$ cat config.mk
export PLATFORM = sky130hd
export DESIGN_NAME = kd_search_top
export DESIGN_NICKNAME = d
export VERILOG_FILES = /design/src/kd_tree_pkg.sv /design/src/internal_node.sv /design/src/kd_search_top.sv /design/src/kd_tree.sv /design/src/node_config_apb.sv
export SDC_FILE = /design/constraint.sdc
export NUM_CORES = 1
export LEC_CHECK = 0
export ABC_AREA = 1
export CAP_MARGIN = 20
export CELL_PAD_IN_SITES_DETAIL_PLACEMENT = 0
export CELL_PAD_IN_SITES_GLOBAL_PLACEMENT = 2
export CORE_MARGIN = 2
export CORE_UTILIZATION = 35
export CTS_CLUSTER_SIZE = 24
export DETAILED_ROUTE_END_ITERATION = 8
export DONT_BUFFER_PORTS = 1
export HOLD_SLACK_MARGIN = 0.02
export PLACE_DENSITY = 0.86
export SYNTH_ARGS = -nofsm -noshare
export SYNTH_HDL_FRONTEND = slang
export SYNTH_SLANG_ARGS = --single-unit
$ cat constraint.sdc
create_clock -name clk -period 6.02 [get_ports clk]
set_clock_uncertainty 0.05 [all_clocks]
set_input_delay 0.903 -clock clk [delete_from_list [all_inputs] [get_ports clk]]
set_output_delay 0.903 -clock clk [all_outputs]
set_load 0.01 [all_outputs]
$ cat src/kd_tree_pkg.sv
package kd_tree_pkg;

  // Tree geometry
  localparam int num_dims      = 5;
  localparam int dim_width     = 11;
  localparam int patch_width   = num_dims * dim_width; // 55 bits per patch
  localparam int tree_levels   = 3;
  localparam int num_nodes     = 7;
  localparam int num_leaves    = 8;
  localparam int num_slots     = num_nodes + num_leaves; // Heap slots, nodes then leaves
  localparam int leaf_id_width = 3;

  // Node storage word
  localparam int storage_width = 22;
  localparam int idx_width     = 3; // Enough for 5 dimensions plus invalid codes
  localparam int pad_width     = storage_width - dim_width - idx_width;
  localparam logic [idx_width-1:0] idx_invalid = 3'd7; // Selects no dimension

  // APB address map, one word per node
  localparam int apb_addr_width = 8;
  localparam int node_addr_lsb  = 2; // Byte offset bits inside a word

  // One patch word seen two ways
  typedef union packed {
    logic [patch_width-1:0]                flat; // Pipeline registers
    logic [num_dims-1:0][dim_width-1:0]    dims; // dims[0] in the LSBs
  } patch_u;

  // Split parameters of one internal node
  typedef struct packed {
    logic signed [dim_width-1:0] median; // Bits 21..11
    logic [pad_width-1:0]        pad;    // Always zero on readback
    logic [idx_width-1:0]        idx;    // Bits 2..0
  } node_word_t;

endpackage

$ cat src/internal_node.sv
`timescale 1ns/1ps

module internal_node (
  input  logic                                 clk,
  input  logic                                 rst_n,
  input  logic                                 wen,        // From APB decode
  input  logic                                 valid,
  input  logic                                 valid_two,
  input  logic [kd_tree_pkg::storage_width-1:0] wdata,
  input  kd_tree_pkg::patch_u                  patch_in,
  input  kd_tree_pkg::patch_u                  patch_in_two,
  output logic                                 valid_left,
  output logic                                 valid_right,
  output logic                                 valid_left_two,
  output logic                                 valid_right_two,
  output logic [kd_tree_pkg::storage_width-1:0] rdata
);

  logic [kd_tree_pkg::idx_width-1:0]        idx;         // Split dimension
  logic signed [kd_tree_pkg::dim_width-1:0] median;      // Split value
  kd_tree_pkg::node_word_t                  wr_word;
  kd_tree_pkg::node_word_t                  rd_word;
  logic signed [kd_tree_pkg::dim_width-1:0] sliced;      // Lane one selected dimension
  logic signed [kd_tree_pkg::dim_width-1:0] sliced_two;  // Lane two selected dimension
  logic                                     go_left;
  logic                                     go_left_two;

  // Pick one signed dimension out of a patch
  function automatic logic signed [kd_tree_pkg::dim_width-1:0] slice_dim(
    input kd_tree_pkg::patch_u               p,
    input logic [kd_tree_pkg::idx_width-1:0] sel
  );
    logic signed [kd_tree_pkg::dim_width-1:0] val;
    val = '0; // Index 5..7 reads as zero
    if (sel < kd_tree_pkg::num_dims) begin
      val = $signed(p.dims[sel]);
    end
    return val;
  endfunction

  assign wr_word = wdata; // Struct view of the write word

  // Split parameter storage
  always_ff @(posedge clk) begin
    if (!rst_n) begin
      idx    <= kd_tree_pkg::idx_invalid;
      median <= '0;
    end else if (wen) begin
      idx    <= wr_word.idx;    // Only the low index bits are kept
      median <= wr_word.median;
    end
  end

  assign sliced     = slice_dim(patch_in, idx);
  assign sliced_two = slice_dim(patch_in_two, idx);

  // Signed compare, ties go right
  assign go_left     = sliced < median;
  assign go_left_two = sliced_two < median;

  assign valid_left      = valid && go_left;
  assign valid_right     = valid && !go_left;
  assign valid_left_two  = valid_two && go_left_two;
  assign valid_right_two = valid_two && !go_left_two;

  // Readback word with the pad cleared
  always_comb begin
    rd_word        = '0;
    rd_word.median = median;
    rd_word.idx    = idx;
  end

  assign rdata = rd_word;

  // A valid patch leaves through exactly one side in each lane
  a_one_side: assert property (@(posedge clk) disable iff (!rst_n)
    !(valid_left && valid_right) && !(valid_left_two && valid_right_two))
    else $error("internal_node: left and right valid together");

endmodule

$ cat src/kd_search_top.sv
`timescale 1ns/1ps

module kd_search_top (
  input  logic                                   clk,
  input  logic                                   rst_n,
  // APB configuration port
  input  logic                                   psel,
  input  logic                                   penable,
  input  logic                                   pwrite,
  input  logic [kd_tree_pkg::apb_addr_width-1:0] paddr,
  input  logic [31:0]                            pwdata,
  output logic [31:0]                            prdata,
  output logic                                   pready,
  output logic                                   pslverr,
  // Query lanes
  input  logic                                   query_valid,
  input  kd_tree_pkg::patch_u                    query_patch,
  input  logic                                   query_valid_two,
  input  kd_tree_pkg::patch_u                    query_patch_two,
  // Leaf results
  output logic                                   leaf_valid,
  output logic [kd_tree_pkg::leaf_id_width-1:0]  leaf_id,
  output logic                                   leaf_valid_two,
  output logic [kd_tree_pkg::leaf_id_width-1:0]  leaf_id_two
);

  logic [kd_tree_pkg::num_nodes-1:0]                          node_wen;   // Per-node write strobe
  logic [kd_tree_pkg::storage_width-1:0]                      node_wdata; // Shared write word
  logic [kd_tree_pkg::num_nodes*kd_tree_pkg::storage_width-1:0] node_rdata; // All readback words

  node_config_apb u_cfg (
    .clk        (clk),
    .rst_n      (rst_n),
    .psel       (psel),
    .penable    (penable),
    .pwrite     (pwrite),
    .paddr      (paddr),
    .pwdata     (pwdata),
    .prdata     (prdata),
    .pready     (pready),
    .pslverr    (pslverr),
    .node_wen   (node_wen),
    .node_wdata (node_wdata),
    .node_rdata (node_rdata)
  );

  kd_tree u_tree (
    .clk             (clk),
    .rst_n           (rst_n),
    .node_wen        (node_wen),
    .node_wdata      (node_wdata),
    .query_valid     (query_valid),
    .query_patch     (query_patch),
    .query_valid_two (query_valid_two),
    .query_patch_two (query_patch_two),
    .node_rdata      (node_rdata),
    .leaf_valid      (leaf_valid),
    .leaf_id         (leaf_id),
    .leaf_valid_two  (leaf_valid_two),
    .leaf_id_two     (leaf_id_two)
  );

endmodule

$ cat src/kd_tree.sv
`timescale 1ns/1ps

module kd_tree (
  input  logic                                                      clk,
  input  logic                                                      rst_n,
  input  logic [kd_tree_pkg::num_nodes-1:0]                         node_wen,
  input  logic [kd_tree_pkg::storage_width-1:0]                     node_wdata,
  input  logic                                                      query_valid,
  input  kd_tree_pkg::patch_u                                       query_patch,
  input  logic                                                      query_valid_two,
  input  kd_tree_pkg::patch_u                                       query_patch_two,
  output logic [kd_tree_pkg::num_nodes*kd_tree_pkg::storage_width-1:0] node_rdata,
  output logic                                                      leaf_valid,
  output logic [kd_tree_pkg::leaf_id_width-1:0]                     leaf_id,
  output logic                                                      leaf_valid_two,
  output logic [kd_tree_pkg::leaf_id_width-1:0]                     leaf_id_two
);

  // Valids in heap order, slot 0 is the root input, slots 7..14 the leaves
  logic [kd_tree_pkg::num_slots-1:0] slot_v;
  logic [kd_tree_pkg::num_slots-1:0] slot_v_two;

  // One register stage per level, bits 0 / 2..1 / 6..3
  logic [kd_tree_pkg::num_nodes-1:0] stage_v_q;
  logic [kd_tree_pkg::num_nodes-1:0] stage_v_q_two;

  kd_tree_pkg::patch_u patch_q     [kd_tree_pkg::tree_levels];
  kd_tree_pkg::patch_u patch_q_two [kd_tree_pkg::tree_levels];

  logic [kd_tree_pkg::num_leaves-1:0] leaf_v;
  logic [kd_tree_pkg::num_leaves-1:0] leaf_v_two;

  // One-hot leaf vector to leaf number
  function automatic logic [kd_tree_pkg::leaf_id_width-1:0] leaf_encode(
    input logic [kd_tree_pkg::num_leaves-1:0] v
  );
    logic [kd_tree_pkg::leaf_id_width-1:0] id;
    id = '0;
    for (int i = 0; i < kd_tree_pkg::num_leaves; i++) begin
      if (v[i]) begin
        id = i[kd_tree_pkg::leaf_id_width-1:0];
      end
    end
    return id;
  endfunction

  assign slot_v[0]     = query_valid;     // Enters at the root
  assign slot_v_two[0] = query_valid_two;

  // Valid stages
  always_ff @(posedge clk) begin
    if (!rst_n) begin
      stage_v_q     <= '0;
      stage_v_q_two <= '0;
    end else begin
      stage_v_q     <= slot_v[kd_tree_pkg::num_nodes-1:0];     // Node outputs move down a level
      stage_v_q_two <= slot_v_two[kd_tree_pkg::num_nodes-1:0];
    end
  end

  // Patch stages travel beside their valids, flat view
  always_ff @(posedge clk) begin
    patch_q[0].flat     <= query_patch.flat;
    patch_q_two[0].flat <= query_patch_two.flat;
    for (int l = 1; l < kd_tree_pkg::tree_levels; l++) begin
      patch_q[l].flat     <= patch_q[l-1].flat;
      patch_q_two[l].flat <= patch_q_two[l-1].flat;
    end
  end

  // Node n feeds slots 2n+1 (left) and 2n+2 (right)
  for (genvar n = 0; n < kd_tree_pkg::num_nodes; n++) begin : g_node
    internal_node u_node (
      .clk             (clk),
      .rst_n           (rst_n),
      .wen             (node_wen[n]),
      .valid           (stage_v_q[n]),
      .valid_two       (stage_v_q_two[n]),
      .wdata           (node_wdata),
      .patch_in        (patch_q[$clog2(n + 2) - 1]),     // Level of node n
      .patch_in_two    (patch_q_two[$clog2(n + 2) - 1]),
      .valid_left      (slot_v[2*n + 1]),
      .valid_right     (slot_v[2*n + 2]),
      .valid_left_two  (slot_v_two[2*n + 1]),
      .valid_right_two (slot_v_two[2*n + 2]),
      .rdata           (node_rdata[n*kd_tree_pkg::storage_width +: kd_tree_pkg::storage_width])
    );
  end

  // Bottom node outputs after the third register
  assign leaf_v     = slot_v[kd_tree_pkg::num_slots-1 -: kd_tree_pkg::num_leaves];
  assign leaf_v_two = slot_v_two[kd_tree_pkg::num_slots-1 -: kd_tree_pkg::num_leaves];

  assign leaf_valid     = |leaf_v;
  assign leaf_valid_two = |leaf_v_two;
  assign leaf_id        = leaf_encode(leaf_v);
  assign leaf_id_two    = leaf_encode(leaf_v_two);

  // Each patch occupies at most one node per level in each lane
  // Root stage is a single bit
  for (genvar l = 1; l < kd_tree_pkg::tree_levels; l++) begin : g_stage_chk
    a_stage_onehot: assert property (@(posedge clk) disable iff (!rst_n)
      $onehot0(stage_v_q[(1 << l) - 1 +: (1 << l)]) &&
      $onehot0(stage_v_q_two[(1 << l) - 1 +: (1 << l)]))
      else $error("kd_tree: level %0d valid vector not one-hot", l);
  end

  a_leaf_onehot: assert property (@(posedge clk) disable iff (!rst_n)
    $onehot0(leaf_v) && $onehot0(leaf_v_two))
    else $error("kd_tree: leaf vector not one-hot");

endmodule

$ cat src/node_config_apb.sv
`timescale 1ns/1ps

module node_config_apb (
  input  logic                                                      clk,
  input  logic                                                      rst_n,
  input  logic                                                      psel,
  input  logic                                                      penable,
  input  logic                                                      pwrite,
  input  logic [kd_tree_pkg::apb_addr_width-1:0]                    paddr,
  input  logic [31:0]                                               pwdata,
  output logic [31:0]                                               prdata,
  output logic                                                      pready,
  output logic                                                      pslverr,
  output logic [kd_tree_pkg::num_nodes-1:0]                         node_wen,
  output logic [kd_tree_pkg::storage_width-1:0]                     node_wdata,
  input  logic [kd_tree_pkg::num_nodes*kd_tree_pkg::storage_width-1:0] node_rdata
);

  logic access;  // APB access phase
  logic addr_ok; // Aligned and inside the node range
  logic [kd_tree_pkg::apb_addr_width-kd_tree_pkg::node_addr_lsb-1:0] node_num;

  assign access   = psel && penable;
  assign node_num = paddr[kd_tree_pkg::apb_addr_width-1:kd_tree_pkg::node_addr_lsb];
  assign addr_ok  = (paddr[kd_tree_pkg::node_addr_lsb-1:0] == '0) &&
                    (node_num < kd_tree_pkg::num_nodes);

  // Write strobe, one cycle per accepted write
  always_ff @(posedge clk) begin
    if (!rst_n) begin
      node_wen <= '0;
    end else begin
      for (int i = 0; i < kd_tree_pkg::num_nodes; i++) begin
        node_wen[i] <= access && pwrite && addr_ok && (node_num == i);
      end
    end
  end

  // Write data held for the strobe cycle
  always_ff @(posedge clk) begin
    if (access && pwrite) begin
      node_wdata <= pwdata[kd_tree_pkg::storage_width-1:0]; // High bits dropped
    end
  end

  // Readback mux, zero on bad address
  always_comb begin
    prdata = '0;
    if (access && !pwrite && addr_ok) begin
      prdata[kd_tree_pkg::storage_width-1:0] =
        node_rdata[node_num*kd_tree_pkg::storage_width +: kd_tree_pkg::storage_width];
    end
  end

  assign pready  = 1'b1;               // No wait states
  assign pslverr = access && !addr_ok;

  a_penable_psel: assert property (@(posedge clk) disable iff (!rst_n)
    penable |-> psel)
    else $error("node_config_apb: penable without psel");

endmodule

==> flow_summary_export.csv, run 1 <==
group,metric,value,unit
status,outcome,"finished clean",
die,std_cell_rows,90,
pwr,irDropWorstVdd,0.2610,mV
clock_tree,cts_resized,0,
sta,tns,0,ns
pwr,p_switching,0.001544,W
clock_tree,cts_setup_buffers,0,
die,die_h,249.6,um
placed_design,dpl.hpwl,66.54,mm
route,via_count,19473,
worst_setup_path,critPathMaxFanout,26,
sta,relSlewSlack,0.4593,
sta,finalSetupViolCount,0,
sta,hold_viol,0,
clock_tree,path_clk_slew,0.07,ns
pwr,combPwrFrac,0.022,
clock_tree,tritoncts,"done",
synthesis,netlist_instances,2705,
grt,grt_busiest_layer,"met2",
synthesis,synth.area.top_cells,"dfxtp_1, a21oi_1, o21ai_0",
die,pin_count,199,
layout,layout_common_cells,"a21oi_1, dfxtp_1, o21ai_0, inv_1, nand2_1",
grt,grt-ovfl-total,0,
synthesis,synth_area,21110,sq um
sta,fin_crit,4.942,ns
die,design.core.area,60020,sq um
grt,grt_pass1_wl,121.8,mm
clock_tree,cts.sinks,463,
sta,rsz0062_at_grt,"false",
synthesis,synth_area_leader_cell,"dfxtp_1",
route,wl_per_cell,25.15,um
die,die_w,249.6,um
synthesis,synth_flop_cell,"dfxtp_1",
pwr,power.share.clock,0.468,
sta,fin_ws,1.078,ns
pwr,switching_share,0.2350,
sta,final_max_slew_viol_count,0,
grt,antenna_found_initial,1,
clock_tree,clk_path_buf_depth,3,
layout,antenna_cells,0,
pwr,internal-power,0.005029,W
die,initial_utilization,0.3517,
route,drtAntennaViolNets,0,
grt,use_met1,0.3754,
pwr,power_density,282.1,nW/um^2
sta,post-route-period-util,0.8209,
synthesis,yosys_warnings,0,
worst_setup_path,required,5.07,ns
worst_hold_path,worst_hold_path_type,"input pin to register",
clock_tree,clock-root-buffer,"clkbuf_16",
synthesis,synth_area_per_cell,7.803,sq um
route,drt-initial-drc-count,2506,
sta,fin_hold_ws,0.2858,ns
worst_setup_path,endpoint_kind,"output pin",
layout,nets,2920,
job,cap_violations,0,
route,drc,0,
pwr,total_power,0.006573,W
placed_design,gp_congestion,0.9608,
grt,grt_usage,0.2668,
synthesis,ys_types,31,
route,wirelength,86.55,mm
clock_tree,worstSkewPairLatency,0.59,ns
placed_design,pre_cts_ws,1.773,ns
layout,layout_commonest_cell,"a21oi_1",
synthesis,synth_top_area_frac,0.4258,
clock_tree,numCtsBuffers,48,
die,fp.dieArea,62290,sq um
clock_tree,cts_hold_buf,0,
grt,grt_max_degree,87,
layout,drive_gt1_frac,0.05301,
worst_setup_path,start_kind,"register",
pwr,leakage,9.654,nW
placed_design,portBuffers,0,
synthesis,ys_ff_latch,463,
worst_setup_path,path_class,"register to output pin",
layout,area_delta_synth_final,10.38,%
route,firstDrtPassIters,6,
synthesis,seq_area_frac_synth,0.4458,
synthesis,synthArstFlopShare,0,
synthesis,synth_edf_count,14,
sta,max_freq,202.3,MHz
clock_tree,cts_htree_levels,2,
worst_setup_path,cp.arrival,3.99,ns
grt,use_met2,0.4044,
sta,worst_slew_pin_slew,0.8099,ns
pwr,seqPwrFrac,0.509,
route,via_per_inst,5.657,
grt,use_met3,0.03630,
worst_setup_path,rrSetupSlack,2.71,ns
grt,grt_pass1_vias,17025,
## cells by family after synthesis
kind of cell	after synthesis	synth area share
AO/OA/AOI/OAI	1209	0.3002
flip-flops	463	0.4458
AND/OR/NAND/NOR	459	0.08903
buffers and inverters	432	0.08168
adder cells (fa/ha/maj)	140	0.08299
other	2	0.0003558
## power groups by stage
| stage | clock (W) | combinational (W) | sequential [W] |
|---|---|---|---|
| finish | 0.00308 | 0.000146 | 0.00335 |
| global route | 0.00324 | 0.000164 | 0.00335 |
| CTS | 0.00312 | 0.000142 | 0.00334 |
| detailed placement | 0 | 0.000141 | 0.00341 |
| global placement | 0 | 0.000138 | 0.00341 |
| floorplan | 0 | 0.000122 | 0.00332 |
## worst max-delay path: stages, from the launching register on
cell	delay, ns
dfxtp_1	0.81
inv_1	0.52
buf_4	0.37
a21oi_1	0.15
o21ai_0	0.09
a31oi_1	0.26
ha_1	0.30
nand2_1	0.07
inv_1	0.04
o21ai_0	0.18
nand2_1	0.08
nor2_1	0.14
a21boi_0	0.10
o21ai_1	0.14
nand2_1	0.13
## routing by layer
metal  wire [um]  vias to the layer above  part of all wire
met2       36920                     1012              0.43
met4        4254                        0             0.049
met1       38020                     9044              0.44
met3        7360                      146             0.085
met5           0                        -                 0
li1            -                     9271                 -
## flip-flops by register name, indices dropped and copies added (netlist names)
| register | cells |
|---|---|
| u_tree.g_node.u_node.idx | 21 |
| u_cfg.node_wen | 7 |
| u_tree.stage_v_q | 7 |
| u_tree.patch_q_two | 165 |
| u_tree.stage_v_q_two | 7 |
| u_tree.patch_q | 165 |
| u_tree.g_node.u_node.median | 77 |
| u_cfg.node_wdata | 14 |
## final cells by class
cell class              instances  area [sq um]
flip-flops and latches        463          9410
clock inverters                26         289.0
well taps                     782         978.4
repair buffers                 38         296.5
clock buffers                  61          1351
inverters                     245         924.6
fillers                      6046         36720
multi-input cells            1827         10050
## per-stage QoR
stage	cell area (sq um)	util	instances
global route	23300	0.3882	3442
CTS	23270	0.3877	3440
finish	23300	0.3882	3442
global placement	21630	0.3604	3353
floorplan	21170	-	2722
detailed placement	21630	0.3604	3353
## final timing paths
check                                       from                        end  depth (start not counted)
hold / removal                   query_patch[51]      u_tree.patch_q[0][51]                          0
hold reg to reg        u_tree.patch_q_two[0][14]  u_tree.patch_q_two[0][69]                          0
setup / recovery  u_tree.g_node[6].u_node.idx[0]             leaf_id_two[0]                         14
setup reg to reg  u_tree.g_node[2].u_node.idx[0]    u_tree.stage_v_q_two[5]                         10
## cell usage after synthesis (all sizes together) (5+ instances only)
library cell  count
a21o              5
a21oi           562
a31oi           140
buf              50
clkbuf          137
clkinv            6
dfxtp           449
edfxtp           14
ha              140
inv             239
nand2           188
nand3            85
nand4             6
nor2            162
nor3             15
o211ai            7
o21ai           443
o22ai            41
o31ai             7
Power figures use the tool's default switching activity.
==> run 2: changes to the inputs <==
==> constraint.sdc (replaced) <==
create_clock -name clk -period 5.2 [get_ports clk]
set_clock_uncertainty 0.05 [all_clocks]
set_input_delay 0.78 -clock clk [delete_from_list [all_inputs] [get_ports clk]]
set_output_delay 0.78 -clock clk [all_outputs]
set_load 0.01 [all_outputs]
==> run 2 against run 1 <==
  * Die area unchanged
  * Non-clock buffer count increased by 2
  * Worst setup slack got worse by 0.65 ns
  * Sequential share of layout area about the same
  * Highest routed layer unchanged
  * Utilization about the same
==> flow_summary_export.csv, run 2 (same netlist as run 1, synthesis figures left out) <==
group,metric,value,unit
status,outcome,"finished clean",
layout,final_cells,3447,
route,drtAntennaViolNets,0,
placed_design,dpl.hpwl,67.69,mm
worst_setup_path,cp_num_cells,16,
placed_design,place_inst,3357,
die,initial_utilization,0.3517,
clock_tree,cts_resized,0,
die,pin_count,199,
clock_tree,clock-root-buffer,"clkbuf_16",
sta,max_freq,209.6,MHz
grt,grt-ovfl-total,0,
pwr,total_power,0.007557,W
worst_setup_path,critPathMaxFanout,44,
pwr,leakage,9.645,nW
pwr,seqPwrFrac,0.513,
layout,nFillCells,6219,
placed_design,portBuffers,0,
worst_setup_path,rrSetupSlack,1.65,ns
route,via_per_inst,5.606,
clock_tree,path_clk_slew,0.06,ns
worst_setup_path,cp.arrival,3.94,ns
die,die_h,249.6,um
worst_setup_path,r2r_end,"u_tree.stage_v_q[3]",
clock_tree,cts.sinks,463,
layout,largestRegisters,"u_tree.patch_q x165, u_tree.patch_q_two x165, u_tree.g_node.u_node.median x77",
pwr,power_density,324.6,nW/um^2
clock_tree,clk_path_buf_depth,3,
pwr,power.share.clock,0.464,
layout,antenna_cells,0,
placed_design,gp_congestion,0.9867,
worst_setup_path,reg2reg_from,"u_tree.g_node[1].u_node.idx[0]",
layout,layout_common_cells,"a21oi_1, dfxtp_1, o21ai_0, inv_1, nand2_1",
sta,worst_slew_pin_slew,1.093,ns
pwr,combPwrFrac,0.023,
pwr,switching_share,0.2396,
worst_setup_path,crit_path_start,"u_tree.g_node[5].u_node.idx[0]",
die,die_w,249.6,um
clock_tree,cts_setup_buffers,0,
worst_setup_path,crit_family,"flip-flops",
die,fp.dieArea,62290,sq um
sta,post-route-period-util,0.9177,
clock_tree,worstSkewPairLatency,0.60,ns
layout,final_area,23280,sq um
sta,fin_crit,4.772,ns
grt,grt_usage,0.2715,
route,drt-initial-drc-count,2367,
sta,final_max_slew_viol_count,0,
worst_setup_path,start_kind,"register",
sta,hold_viol,0,
sta,rsz0062_at_grt,"false",
clock_tree,cts_hold_buf,0,
route,wl_per_cell,25.12,um
worst_setup_path,critical_path.max_stage_delay,0.87,ns
worst_setup_path,path_class,"register to output pin",
die,std_cell_rows,90,
die,design.core.area,60020,sq um
route,firstDrtPassIters,8,
worst_setup_path,critical_path.endpoint,"leaf_id_two[0]",
sta,relSlewSlack,0.2708,
worst_setup_path,endpoint_kind,"output pin",
job,cap_violations,0,
layout,utilization,0.3878,
route,via_count,19325,
worst_setup_path,cp_common_cell,"nand2_1",
grt,grt_max_degree,87,
grt,grt_pass1_vias,17606,
worst_hold_path,worst_hold_path_type,"input pin to register",
layout,layout_commonest_cell,"a21oi_1",
worst_setup_path,crit_slowest_cell,"dfxtp_1",
grt,antenna_found_initial,2,
sta,finalSetupViolCount,0,
pwr,irDropWorstVdd,0.3259,mV
sta,tns,0,ns
worst_setup_path,path_buf_inv,3,
pwr,p_switching,0.001811,W
worst_setup_path,required,4.37,ns
grt,grt_pass1_wl,124.5,mm
worst_setup_path,reg2reg_depth,10,
route,wirelength,86.58,mm
layout,area_delta_synth_final,10.28,%
clock_tree,tritoncts,"done",
worst_setup_path,path_cells,"inv_2, o21ai_0, a21oi_1, o21ai_0, ha_1, nand2_1, inv_1, nand3_1, inv_1, a21oi_1, nand2_1, nand2_1, nand3_1, nand2_1, nand2_1, nand2_1",
clock_tree,cts_htree_levels,2,
pwr,internal-power,0.005747,W
layout,drive_gt1_frac,0.05141,
route,drc,0,
placed_design,post_dp_cell_area,21660,sq um
clock_tree,numCtsBuffers,49,
layout,nets,2923,
-- run 2: cell count changes in the layout (fill, tap and decap cells not counted), sizes merged --
cell and change:
clkinv +4, buf +2, clkinvlp -2, inv +2, bufinv -1
-- run 2: power groups by stage --
stage / clock network [W] / registers (W) / logic [W]
2_1_floorplan: 0 / 0.00385 / 0.000141
3_3_place_gp: 0 / 0.00394 / 0.000166
3_5_place_dp: 0 / 0.00394 / 0.000168
4_1_cts: 0.00355 / 0.00386 / 0.000169
5_1_grt: 0.00369 / 0.00388 / 0.000196
6_report: 0.00351 / 0.00388 / 0.000173
-- run 2: worst min-delay path by stage --
stage	start	endpoint	slack [ns]	cells after the start
3_3_place_gp	u_tree.patch_q[0][21]	u_tree.patch_q[0][76]	0.28	0
2_1_floorplan	u_tree.patch_q[0][12]	u_tree.patch_q[0][67]	0.28	0
5_1_grt	query_patch_two[37]	u_tree.patch_q_two[0][37]	0.12	0
3_5_place_dp	u_tree.patch_q[0][37]	u_tree.patch_q[0][92]	0.29	0
4_1_cts	query_patch_two[38]	u_tree.patch_q_two[0][38]	0.12	0
6_report	query_patch_two[38]	u_tree.patch_q_two[0][38]	0.15	0
-- run 2: routing by layer --
layer / up-vias / track usage / wire [um]
met2: 970 / 0.4235 / 38030
met3: 131 / 0.04902 / 7349
met4: 0 / 0.1067 / 3542
met5: - / 0 / 0
met1: 8956 / 0.3718 / 37660
li1: 9268 / - / -
-- run 2: final cells by class --
class	count	area [sq um]	area share
Sequential cell	463	9410	0.4042
Multi-Input combinational cell	1827	10050	0.4316
Tap cell	782	978.4	0.04203
Inverter	245	924.6	0.03972
Clock buffer	61	1323	0.05681
Timing Repair Buffer	40	300.3	0.01290
Clock inverter	29	296.5	0.01274
-- run 2: per-stage QoR --
| stage | hold WS (ns) | setup slack, ns |
|---|---|---|
| floorplan | 0.2759 | 2.077 |
| global placement | 0.2805 | 1.132 |
| detailed placement | 0.2870 | 1.131 |
| CTS | 0.1201 | 0.4821 |
| global route | 0.1208 | 0.1258 |
| finish | 0.1493 | 0.4281 |
